`config.mk`:
```
export PLATFORM = sky130hd
export DESIGN_NAME = profiler_apb_regs
export DESIGN_NICKNAME = d
export VERILOG_FILES = /design/src/source/profiler_regs_pkg.sv /design/src/source/sentinel_pkg.sv /design/src/source/profiler_apb_regs.sv
export SDC_FILE = /design/constraint.sdc
export NUM_CORES = 1
export LEC_CHECK = 0
export BUFFER_PORTS_ARGS = -buffer_cell sky130_fd_sc_hd__buf_2
export CORE_AREA = 4 4 288 290
export CTS_BUF_LIST = sky130_fd_sc_hd__clkbuf_4 sky130_fd_sc_hd__clkbuf_8
export DETAILED_ROUTE_END_ITERATION = 8
export DIE_AREA = 0 0 292 294
export GPL_TIMING_DRIVEN = 0
export PLACE_DENSITY = 0.32
export SYNTH_ARGS = -nofsm -noshare
export SYNTH_HDL_FRONTEND = slang
export SYNTH_SLANG_ARGS = --single-unit
```
`constraint.sdc`:
```
create_clock -name clk -period 1.67 [get_ports clk]
set_input_delay 0.0835 -clock clk [delete_from_list [all_inputs] [get_ports clk]]
set_output_delay 0.0835 -clock clk [all_outputs]
set_load 0.005 [all_outputs]
```
`src/source/profiler_regs_pkg.sv`:
```
// APB register map of the profiler
// Data widths and counter types

`default_nettype none

package profiler_regs_pkg;

  // Cycle stamps and latencies
  localparam int unsigned CYCLE_W = 32;
  typedef logic [CYCLE_W-1:0] cycle_t;

  // Latency accumulators
  localparam int unsigned ACC_W = 32;
  typedef logic [ACC_W-1:0] acc_t;

  // Unmatched finish counters
  localparam int unsigned ERR_W = 8;
  typedef logic [ERR_W-1:0] err_cnt_t;

  // APB bus
  localparam int unsigned APB_ADDR_W = 8;
  localparam int unsigned APB_DATA_W = 32;

  // Per-tile register block
  localparam int unsigned TILE_STRIDE = 32'h20;
  localparam int unsigned TILE_OFS_W  = $clog2(TILE_STRIDE);  // Offset bits inside a block

  localparam logic [TILE_OFS_W-1:0] OFS_TOTAL     = 5'h00;
  localparam logic [TILE_OFS_W-1:0] OFS_CMI       = 5'h04;
  localparam logic [TILE_OFS_W-1:0] OFS_CMO       = 5'h08;
  localparam logic [TILE_OFS_W-1:0] OFS_CMP       = 5'h0C;
  localparam logic [TILE_OFS_W-1:0] OFS_UNMATCHED = 5'h10;

  // Global registers above the tile blocks
  localparam logic [APB_ADDR_W-1:0] ADDR_MAX_CMI = 8'h80;
  localparam logic [APB_ADDR_W-1:0] ADDR_MAX_CMO = 8'h84;
  localparam logic [APB_ADDR_W-1:0] ADDR_MAX_CMP = 8'h88;
  localparam logic [APB_ADDR_W-1:0] ADDR_MAX_SUM = 8'h8C;
  localparam logic [APB_ADDR_W-1:0] ADDR_CLEAR   = 8'h90;  // Write only

endpackage

`default_nettype wire

```
`src/source/sentinel_pkg.sv`:
```
// Tile count and sentinel instruction encodings
// Profiling categories and the decoded instruction word

`default_nettype none

package sentinel_pkg;

  // Array size
  localparam int unsigned N_TILES = 4;
  localparam int unsigned TILE_W  = 2;   // Tile index width

  // RISC-V OP-IMM major opcode, carries addi
  localparam logic [6:0] OPC_OP_IMM = 7'h13;

  // Sentinel immediates of addi x0, x0, imm
  localparam logic [11:0] IMM_TOTAL_START = 12'h5AA;
  localparam logic [11:0] IMM_TOTAL_END   = 12'h5FF;
  localparam logic [11:0] IMM_CMI_START   = 12'h50B;  // Input communication
  localparam logic [11:0] IMM_CMI_END     = 12'h50C;
  localparam logic [11:0] IMM_CMO_START   = 12'h51B;  // Output communication
  localparam logic [11:0] IMM_CMO_END     = 12'h51C;
  localparam logic [11:0] IMM_CMP_START   = 12'h52B;  // Computation
  localparam logic [11:0] IMM_CMP_END     = 12'h52C;

  // Cycles spent by the sentinel pair itself
  localparam int unsigned SENTINEL_OVERHEAD = 1;

  // Profiling categories
  typedef enum logic [1:0] {
    CAT_TOTAL = 2'd0,
    CAT_CMI   = 2'd1,
    CAT_CMO   = 2'd2,
    CAT_CMP   = 2'd3
  } category_e;

  localparam int unsigned N_CAT = 4;

  // I-type field layout
  typedef struct packed {
    logic [11:0] imm;
    logic [4:0]  rs1;
    logic [2:0]  funct3;
    logic [4:0]  rd;
    logic [6:0]  opcode;
  } itype_t;

  // Write-back word, raw on the ports and split into fields for decoding
  typedef union packed {
    logic [31:0] raw;
    itype_t      f;
  } sentinel_instr_u;

endpackage

`default_nettype wire

```
`src/source/profiler_apb_regs.sv`:
```
// APB slave of the profiler, zero wait states
// Read mux over per-tile and global results, error flag, clear command

`default_nettype none

module profiler_apb_regs
  import sentinel_pkg::*;
  import profiler_regs_pkg::*;
(
  input  logic                   clk,
  input  logic                   i_arst_n,
  // APB
  input  logic                   i_psel,
  input  logic                   i_penable,
  input  logic                   i_pwrite,
  input  logic [APB_ADDR_W-1:0]  i_paddr,
  input  logic [APB_DATA_W-1:0]  i_pwdata,
  output logic [APB_DATA_W-1:0]  o_prdata,
  output logic                   o_pready,
  output logic                   o_pslverr,
  // Results from stage 3
  input  acc_t                   i_last_total [N_TILES],
  input  acc_t                   i_acc_cmi [N_TILES],
  input  acc_t                   i_acc_cmo [N_TILES],
  input  acc_t                   i_acc_cmp [N_TILES],
  input  err_cnt_t               i_unmatched_cnt [N_TILES],
  input  acc_t                   i_max_cmi,
  input  acc_t                   i_max_cmo,
  input  acc_t                   i_max_cmp,
  input  acc_t                   i_max_sum,
  output logic                   o_clear
);

  logic                   access;
  logic                   in_tiles;
  logic                   mapped;
  logic                   is_clear;
  logic [TILE_W-1:0]      tile_idx;
  logic [TILE_OFS_W-1:0]  ofs;
  logic [APB_DATA_W-1:0]  rdata;
  logic                   clear_q;

  assign access   = i_psel & i_penable;
  assign tile_idx = i_paddr[TILE_OFS_W +: TILE_W];
  assign ofs      = i_paddr[TILE_OFS_W-1:0];
  assign in_tiles = (i_paddr[APB_ADDR_W-1:TILE_OFS_W+TILE_W] == '0);  // Below 0x80
  assign is_clear = (i_paddr == ADDR_CLEAR);

  always_comb begin
    rdata  = '0;
    mapped = 1'b1;
    if (in_tiles) begin
      case (ofs)
        OFS_TOTAL:     rdata = i_last_total[tile_idx];
        OFS_CMI:       rdata = i_acc_cmi[tile_idx];
        OFS_CMO:       rdata = i_acc_cmo[tile_idx];
        OFS_CMP:       rdata = i_acc_cmp[tile_idx];
        OFS_UNMATCHED: rdata = {{(APB_DATA_W-ERR_W){1'b0}}, i_unmatched_cnt[tile_idx]};
        default:       mapped = 1'b0;
      endcase
    end else begin
      case (i_paddr)
        ADDR_MAX_CMI: rdata = i_max_cmi;
        ADDR_MAX_CMO: rdata = i_max_cmo;
        ADDR_MAX_CMP: rdata = i_max_cmp;
        ADDR_MAX_SUM: rdata = i_max_sum;
        ADDR_CLEAR:   rdata = '0;       // Reads back as zero
        default:      mapped = 1'b0;
      endcase
    end
  end

  assign o_pready  = access;
  assign o_prdata  = (access && !i_pwrite) ? rdata : '0;
  // Unmapped address, or a write to anything but the clear register
  assign o_pslverr = access & (~mapped | (i_pwrite & ~is_clear));

  // Any nonzero write to the clear register fires one pulse
  always_ff @(posedge clk or negedge i_arst_n) begin
    if (!i_arst_n) begin
      clear_q <= 1'b0;
    end else begin
      clear_q <= access & i_pwrite & is_clear & (|i_pwdata);
    end
  end

  assign o_clear = clear_q;

endmodule

`default_nettype wire

```
## After elaboration in Yosys (flattened, before gate mapping)

Index checks and enable logic that the tools add are counted.

- Output and inout bits: 35
- Register bits after elaboration: 1
- Word-level logic and storage cells: 49
- RAM bits: 0
- Latch bits: 0
- ROM bits: 0
- Input port bits: 717
- Memories kept: 0

- Add/sub/neg operators: 0
- Reduce and logical (&&, ||, !) cells: 6
- $lt $le $gt $ge: 1
- Multipliers: 0
- Div/mod/pow operators: 0
- Mux-type cells: 22
- Bitwise operators: 10
- Shifts and indexed selects: 0
- Equality and inequality tests: 9

Operators with widths:

| kind | number |
|---|---|
| two-way mux 32 bit | 10 |
| binary-select mux 32 bit (select 2 bit) | 4 |
| case mux 32 bit (5 select lines) | 1 |
| case mux 32 bit (4 select lines) | 1 |
| equality test 8 bit, second input constant | 5 |
| OR reduction 32 bit | 1 |
| binary-select mux 8 bit (select 2 bit) | 1 |
| two-way mux 8 bit | 2 |
| equality test 5 x 4 -> 1 bit, second input constant | 2 |
| OR reduction 5 bit | 2 |
| AND 1 bit | 6 |
| equality test 5 x 3 -> 1 bit, second input constant | 1 |
| equality test 5 bit, second input constant | 1 |
| zero test 5 bit | 1 |
| >= comparator 3 bit, second input constant | 1 |
| two-way mux 1 bit | 3 |
| inverter 2 -> 3 bit | 1 |
| inverter 1 bit | 2 |
| logical AND 1 bit | 1 |
| zero test 1 bit | 1 |
| bitwise OR 1 bit | 1 |

## Depth between registers and ports, before layout

Gate-level depths: netlist of run 1.

- Depth in word-level cells: 7
- Mapped depth: 7
- Gate-level depth less buffers: 4

## Worst setup path after synthesis of run 1

Ideal clock, no wire load.

- Path kind: input to output
- Start point: input i_paddr[5]
- End point: output o_prdata[6]
- Buffers on the path: 3
- Stages: 6
- Data required time: 1,586 ps
- Path slack: 270 ps
- Data arrival time: 1,317 ps
- Path through: buf_6 buf_6 buf_8 mux4_2 a31oi_1 a31oi_1

- Longest elaborated chain between the ends: 7
- Elaborated cells on any way between the ends: 24
- Classes of those cells: eq/ne: 4; mux: 19; bitwise: 1

RTL lines:

| element | line | text |
|---|---|---|
| start: declaration | profiler_apb_regs.sv:16 | `input logic [APB_ADDR_W-1:0] i_paddr,` |
| inverter 2 -> 3 bit (implied by the code) | - |  |
| binary-select mux 8 bit (select 2 bit) (tied with other cells) | profiler_apb_regs.sv:58 | `OFS_UNMATCHED: rdata = {{(APB_DATA_W-ERR_W){1'b0}}, i_unmatched_cnt[tile_idx]};` |
| two-way mux 8 bit (implied by the code) (tied with other cells) (2 in series) | profiler_apb_regs.sv:58 |  |
| case mux 32 bit (5 select lines) | profiler_apb_regs.sv:53 | `case (ofs)` |
| two-way mux 32 bit (*) | profiler_apb_regs.sv:52 | `if (in_tiles) begin` |
| two-way mux 32 bit (*) | profiler_apb_regs.sv:74 | `assign o_prdata = (access && !i_pwrite) ? rdata : '0;` |
| end: declaration | profiler_apb_regs.sv:18 | `output logic [APB_DATA_W-1:0] o_prdata,` |

Mark *: on every way between the ends. The rest lies on a longest branch, timed or not. The select of a mux whose other input is x is not followed.

## Worst setup path in the final report of run 1

- Start point: input i_paddr[5]
- End point: output o_prdata[10]

- Longest elaborated chain between the ends: 7
- Elaborated cells on any way between the ends: 21
- Classes of those cells: eq/ne: 4; mux: 16; bitwise: 1

RTL lines:

| element | line |
|---|---|
| inverter 2 -> 3 bit (implied by the code) | - |
| binary-select mux 32 bit (select 2 bit) (on tied branches) | - |
| two-way mux 32 bit (on tied branches) (2 in series) | - |
| case mux 32 bit (5 select lines) | profiler_apb_regs.sv:53 |
| two-way mux 32 bit (*) | profiler_apb_regs.sv:52 |
| two-way mux 32 bit (*) | profiler_apb_regs.sv:74 |

Marks and branches as above.

==> insert_results.sql, run 1 <==
INSERT INTO impl_metrics (metric_group, metric, value, unit) VALUES
('layout', 'multiInputGateArea', '5770', 'um^2'),
('layout', 'areaGrowthSynthToFinish', '121', '%'),
('setup_path', 'critPathLaunchType', 'primary input', ''),
('synthesis', 'postSynthNetCount', '1195', ''),
('sta', 'rsz0062_at_grt', 'yes', ''),
('sta', 'min_period_over_period', '113', '%'),
('synthesis', 'dominantRegCellSynth', 'sky130_fd_sc_hd__dfrtp_1', ''),
('setup_path', 'setup_crit_end_kind', 'output port', ''),
('synthesis', 'ys.warnings.count', '0', ''),
('synthesis', 'synth-async-reset-ratio', '100', '%'),
('synthesis', 'synthCells', '478', ''),
('global_routing', 'grt_pass1_vias', '10000', ''),
('sta', 'finalSetupTns', '-2.55', 'ns'),
('die', 'num_rows', '104', ''),
('global_routing', 'wire_length_of_the_first_global_routing_pass', '90.6', 'mm'),
('setup_path', 'timing.critical_path.fanout_max', '10', ''),
('routing', 'average_vias_per_placed_instance', '3.86', ''),
('synthesis', 'synthDistinctLibCells', '34', ''),
('placement', 'io_port_bufs', '747', ''),
('setup_path', 'worst_ep_required_time', '1.59', 'ns'),
('sta', 'fmaxAchievable', '528', 'MHz'),
('routing', 'drtIter0Drc', '516', ''),
('layout', 'post-route-cell-area', '12900', 'um^2'),
('synthesis', 'netlist.area_leader.share', '62.1', '%'),
('hold_path', 'worst_hold_path_type', 'in -> async', ''),
('die', 'design.core.area', '80300', 'um^2'),
('synthesis', 'yosys-top-cells-count', '161 x sky130_fd_sc_hd__mux4_2, 81 x sky130_fd_sc_hd__nand3_1, 30 x sky130_fd_sc_hd__clkbuf_1', ''),
('sta', 'worst-slew-pin-transition', '0.513', 'ns'),
('die', 'start_util', '7.27', '%'),
('die', 'die-height', '294', 'um'),
('pwr', 'p_leak', '0.00564', 'uW'),
('pwr', 'max-vdd-ir-drop', '94.4', 'uV'),
('routing', 'finalWirelength', '70.9', 'mm'),
('setup_path', 'setup.worst_path.class', 'in -> out', ''),
('synthesis', 'synth.yosys.seq_area_share', '0.429', '%'),
('synthesis', 'yosys-top-cells-area', 'sky130_fd_sc_hd__mux4_2 62%, sky130_fd_sc_hd__nand3_1 6.9%, sky130_fd_sc_hd__a22o_1 3.6%', ''),
('setup_path', 'critPathArrivalTime', '1.81', 'ns'),
('global_routing', 'overflow_left_after_global_routing', '0', ''),
('routing', 'drcViolationCount', '0', ''),
('sta', 'final.setup.worst_slack', '-0.223', 'ns'),
('sta', 'relSlewSlack', '65.8', '%'),
('synthesis', 'number_of_enable_flip_flop_cells_after_synthesis', '0', ''),
('routing', 'detail_route.wl_per_cell', '30.1', 'um'),
('sta', 'final_number_of_hold_violating_endpoints', '0', ''),
('global_routing', 'grtUsageTotal', '15.4', '%'),
('layout', 'largest_reg_flops', '1', ''),
('layout', 'register_area', '25.0', 'um^2'),
('global_routing', 'grt_max_degree', '11', ''),
('run', 'maxCapViolCount', '0', ''),
('die', 'die_width', '292', 'um'),
('layout', 'final_layout_size_suffix_gt1_share', '85.9', '%'),
('routing', 'dr.pass1.iters', '5', ''),
('pwr', 'design_power_total', '3020', 'uW'),
('synthesis', 'avgSynthCellArea', '12.2', 'um^2'),
('placement', 'place_area', '10900', 'um^2'),
('placement', 'routabilityCongestion', '0.891', ''),
('synthesis', 'ffs_latches_synth', '1', ''),
('layout', 'final_net_count', '2007', ''),
('synthesis', 'post_synth_instance_area', '5840', 'um^2'),
('layout', 'final_core_utilization', '16.1', '%'),
('die', 'die_area', '85800', 'um^2'),
('synthesis', 'yosys_top_cell_by_area', 'sky130_fd_sc_hd__mux4_2', ''),
('synthesis', 'synthMostInstantiatedCell', 'sky130_fd_sc_hd__mux4_2', ''),
('pwr', 'power.density_cell_area', '234', 'nW/um^2'),
('clocking', 'cts.clk_slew.worst_paths', '0', 'ns'),
('run_status', 'failing_checks', 'setup timing', ''),
('sta', 'setup_viol_count_final', '30', ''),
('global_routing', 'grt_antenna_before_repair', '32', ''),
('placement', 'dp_hpwl', '60.9', 'mm'),
('routing', 'postRouteAntennaNets', '0', ''),
('sta', 'drv_slew', '0', ''),
('sta', 'timing.final.crit_period', '1.89', 'ns'),
('routing', 'dr_total_vias', '9095', ''),
('layout', 'fillCellCount', '9138', ''),
('die', 'io-pin-count', '752', ''),
('run_status', 'run_status', 'finished, violations left', '');
[routing by layer]
layer / share of wire, % / GRT usage, %
met5: 0.099 / 0
met4: 1.7 / 2.73
met3: 6.8 / 3.09
met2: 47 / 25.5
met1: 44 / 21.0
[worst paths after layout]
check,start,endpoint,slack [ns],cells after the start
min in group clk,i_pwrite,o_clear,0.41,2
max,i_paddr[5],o_prdata[10],-0.22,7
min,i_arst_n,o_clear,0.39,2
max in group asynchronous,i_arst_n,o_clear,1.19,2
[what timing repair did]
action | 4_1_cts | 5_1_grt
resized for setup | 254 | 61
setup endpoints to repair | 34 | 33
setup buffers | 47 | 18
endpoints found under the hold margin | 1 | 0
cloned | 5 | 1
hold buffers | 1 | 0
pin swaps | 45 | 42
[cell usage in the layout, fill, tap and decap left out, types with 3 or more instances in the layout]
cell type / Yosys / routed
sky130_fd_sc_hd__buf_16: 0 / 12
sky130_fd_sc_hd__o21ai_0: 8 / 8
sky130_fd_sc_hd__and3b_2: 0 / 3
sky130_fd_sc_hd__and3_4: 0 / 3
sky130_fd_sc_hd__buf_8: 2 / 11
sky130_fd_sc_hd__a31oi_4: 0 / 8
sky130_fd_sc_hd__and3b_1: 8 / 5
sky130_fd_sc_hd__nand3_1: 81 / 48
sky130_fd_sc_hd__nand3_2: 0 / 28
sky130_fd_sc_hd__diode_2: 0 / 8
sky130_fd_sc_hd__nand3b_1: 24 / 24
sky130_fd_sc_hd__a22o_1: 24 / 24
sky130_fd_sc_hd__clkbuf_8: 0 / 8
sky130_fd_sc_hd__nor4_1: 8 / 8
sky130_fd_sc_hd__clkbuf_16: 0 / 6
sky130_fd_sc_hd__a311oi_2: 1 / 5
sky130_fd_sc_hd__nand3_4: 0 / 5
sky130_fd_sc_hd__buf_6: 16 / 22
sky130_fd_sc_hd__clkbuf_2: 1 / 4
sky130_fd_sc_hd__buf_4: 6 / 36
sky130_fd_sc_hd__clkbuf_4: 0 / 9
sky130_fd_sc_hd__a31oi_1: 16 / 7
sky130_fd_sc_hd__and3_1: 17 / 14
sky130_fd_sc_hd__mux4_2: 161 / 163
sky130_fd_sc_hd__nand4_1: 26 / 26
sky130_fd_sc_hd__buf_12: 0 / 33
sky130_fd_sc_hd__mux4_1: 7 / 5
sky130_fd_sc_hd__buf_2: 17 / 741
[report_power, final]
group	internal, uW	total [uW]	switching, uW
Clock	0.000371	0.000371	0
Sequential	24.7	24.7	0.00235
Combinational	1680	3000	1320
[layout make-up]
| cell class | instances | share of cell area (%) |
|---|---|---|
| multi-input cells | 403 | 44.8 |
| repair buffers | 814 | 36.3 |
| well taps | 1060 | 10.3 |
| plain buffers | 69 | 8.22 |
| flip-flops and latches | 1 | 0.194 |
| diodes | 8 | 0.155 |
| inverters | 1 | 0.0291 |
[worst max-delay path: stages]
cell and delay [ns]:
sky130_fd_sc_hd__buf_16 0.12, sky130_fd_sc_hd__buf_8 0.19, sky130_fd_sc_hd__mux4_2 0.54, sky130_fd_sc_hd__nand3b_1 0.29, sky130_fd_sc_hd__nand4_1 0.19, sky130_fd_sc_hd__a22o_1 0.21
sky130_fd_sc_hd__buf_2 0.14
[through the flow]
step	hold WS, ns	cells	worst slack (ns)
5_1_grt	0.414	2352	-0.247
2_1_floorplan	-0.212	478	0.270
6_report	0.392	2356	-0.223
4_1_cts	0.404	2337	-0.254
3_5_place_dp	-0.139	2285	-1.73
3_3_place_gp	-0.140	2285	-1.67
[cells by family (layout without fill, tap and decap cells)]
family / count (synthesis) / count (layout) / share of synthesized area [%]
compound gates: 59 / 59 / 7.65
buf+inv: 74 / 884 / 7.98
flops: 1 / 1 / 0.429
mux: 168 / 168 / 65.3
other cells: 0 / 8 / 0
simple gates: 176 / 176 / 18.7
Power figures use the tool's default switching activity.
==> run 2: changes to the inputs <==
Settings changed: PLACE_DENSITY 0.32 to 0.38.
==> insert_results.sql, run 2 (synthesis results as in run 1) <==
INSERT INTO impl_metrics (metric_group, metric, value, unit) VALUES
('pwr', 'max-vdd-ir-drop', '99.0', 'uV'),
('layout', 'layout_commonest_cell', 'sky130_fd_sc_hd__buf_2', ''),
('routing', 'detail_route.wl_per_cell', '29.7', 'um'),
('sta', 'timing.final.crit_period', '2.10', 'ns'),
('pwr', 'power.combinational.fraction', '99.1', '%'),
('pwr', 'seq_power_share', '0.9', '%'),
('setup_path', 'worstPathCellList', 'buf_16 -> buf_12 -> mux4_2 -> nand3_2 -> nand4_1 -> a22o_1 -> buf_2', ''),
('routing', 'dr_total_vias', '9036', ''),
('setup_path', 'critPathArrivalTime', '2.02', 'ns'),
('layout', 'final_layout_size_suffix_gt1_share', '83.6', '%'),
('pwr', 'power.density_cell_area', '238', 'nW/um^2'),
('setup_path', 'critical_path.max_stage_delay', '0.64', 'ns'),
('routing', 'average_vias_per_placed_instance', '3.86', ''),
('routing', 'finalWirelength', '69.5', 'mm'),
('sta', 'final.setup.worst_slack', '-0.433', 'ns'),
('sta', 'worst-slew-pin-transition', '0.610', 'ns'),
('placement', 'dp_hpwl', '60.9', 'mm'),
('global_routing', 'wire_length_of_the_first_global_routing_pass', '87.8', 'mm'),
('sta', 'setup_viol_count_final', '32', ''),
('layout', 'largest_reg_flops', '1', ''),
('setup_path', 'worst_ep_required_time', '1.59', 'ns'),
('sta', 'min_period_over_period', '126', '%'),
('routing', 'postRouteAntennaNets', '0', ''),
('setup_path', 'critical_path.top_delay_family', 'multiplexers', ''),
('sta', 'final_number_of_hold_violating_endpoints', '0', ''),
('die', 'die-height', '294', 'um'),
('layout', 'top_library_cells_by_usage_in_the_layout_fill_and_taps_aside', '746 x sky130_fd_sc_hd__buf_2, 162 x sky130_fd_sc_hd__mux4_2, 70 x sky130_fd_sc_hd__nand3_1', ''),
('run_status', 'run_status', 'finished, violations left', ''),
('run', 'maxCapViolCount', '0', ''),
('layout', 'areaGrowthSynthToFinish', '108', '%'),
('placement', 'routabilityCongestion', '0.976', ''),
('pwr', 'clk_network_pwr_share', '0', '%'),
('setup_path', 'critPathLaunchType', 'primary input', ''),
('setup_path', 'cpMaxStageDelayCell', 'sky130_fd_sc_hd__mux4_2', ''),
('hold_path', 'worstHoldPathCells', '2', ''),
('hold_path', 'worst_hold_path_type', 'in -> reg', ''),
('pwr', 'power.net_switching', '1310', 'uW'),
('placement', 'io_port_bufs', '747', ''),
('pwr', 'fraction_of_power_spent_switching_nets', '45.2', '%'),
('die', 'design.core.area', '80300', 'um^2'),
('global_routing', 'grt_antenna_before_repair', '43', ''),
('setup_path', 'crit_buf_inv', '3', ''),
('sta', 'rsz0062_at_grt', 'yes', ''),
('die', 'io-pin-count', '752', ''),
('die', 'die_area', '85800', 'um^2'),
('die', 'num_rows', '104', ''),
('sta', 'relSlewSlack', '59.1', '%'),
('global_routing', 'grt_max_degree', '11', ''),
('die', 'die_width', '292', 'um'),
('setup_path', 'timing.critical_path.fanout_max', '7', ''),
('die', 'start_util', '7.27', '%'),
('routing', 'dr.pass1.iters', '5', ''),
('global_routing', 'grtUsageTotal', '15.0', '%'),
('layout', 'stdcell_count', '2343', ''),
('global_routing', 'grt_pass1_vias', '9691', ''),
('setup_path', 'setup_crit_end_kind', 'output port', ''),
('pwr', 'p_leak', '0.00540', 'uW'),
('routing', 'drtIter0Drc', '660', ''),
('sta', 'finalSetupTns', '-7.43', 'ns'),
('sta', 'fmaxAchievable', '476', 'MHz'),
('pwr', 'power_internal', '1590', 'uW'),
('clocking', 'cts.clk_slew.worst_paths', '0', 'ns'),
('global_routing', 'overflow_left_after_global_routing', '0', ''),
('layout', 'post-route-cell-area', '12200', 'um^2'),
('setup_path', 'critical_path_cell_count', '7', ''),
('run_status', 'failing_checks', 'setup timing', ''),
('placement', 'post-place-cells', '2286', ''),
('sta', 'drv_slew', '0', ''),
('routing', 'drcViolationCount', '0', ''),
('placement', 'place_area', '10900', 'um^2'),
('layout', 'final_net_count', '1991', ''),
('setup_path', 'setup.worst_path.class', 'in -> out', '');
run 2: cell types whose count changed in the layout (fill, tap and decap cells not counted), sizes merged:
cell / before / now
clkbuf: 27 / 28
buf: 855 / 838
diode: 8 / 11
run 2: per-stage QoR:
step / hold WS (ns) / total power (uW) / worst slack (ns) / utilization [%]
2_1_floorplan: -0.212 / 1090 / 0.270 / -
3_3_place_gp: -0.141 / 2630 / -1.51 / 13.6
3_5_place_dp: -0.140 / 2650 / -1.53 / 13.6
4_1_cts: 0.383 / 2910 / -0.509 / 14.9
5_1_grt: 0.399 / 3090 / -0.539 / 15.1
6_report: 0.382 / 2900 / -0.433 / 15.1
run 2: layout make-up:
type / count / area, um^2
fill: 9136 / 68100
antenna: 11 / 27.5
tap: 1060 / 1330
inverter: 1 / 3.75
sequential: 1 / 25.0
multi-input combinational: 403 / 5590
buffer: 71 / 862
timing repair buffer: 796 / 4320
run 2: final timing paths:
path,start,to,slack (ns)
max,i_paddr[5],o_prdata[28],-0.43
min,i_pwrite,o_clear,0.38
max in group asynchronous,i_arst_n,o_clear,1.18
min in group asynchronous,i_arst_n,o_clear,0.41
run 2: power groups by stage:
stage / sequential [uW] / combinational, uW / clock, uW
after floorplan: 24.7 / 1070 / 0
after global placement: 24.7 / 2600 / 0
after detailed placement: 24.7 / 2630 / 0
after CTS: 24.7 / 2890 / 0
after global routing: 24.7 / 3070 / 0.000236
final: 24.7 / 2870 / 0.000238
run 2: metal layers:
metal	global-route usage [%]	up-vias	share of wire, %
met1	20.2	4554	43
li1	-	3807	-
met4	2.85	18	2.4
met5	0	-	0.18
met2	24.7	581	47
met3	3.74	76	7.9
run 2: repair_timing:
action,in CTS,in global routing
setup endpoints to repair,34,34
resized for setup,175,29
buffers inserted,34,13
gates cloned,0,1
pin swaps,28,19
hold buffers,1,0
endpoints found under the hold margin,1,0
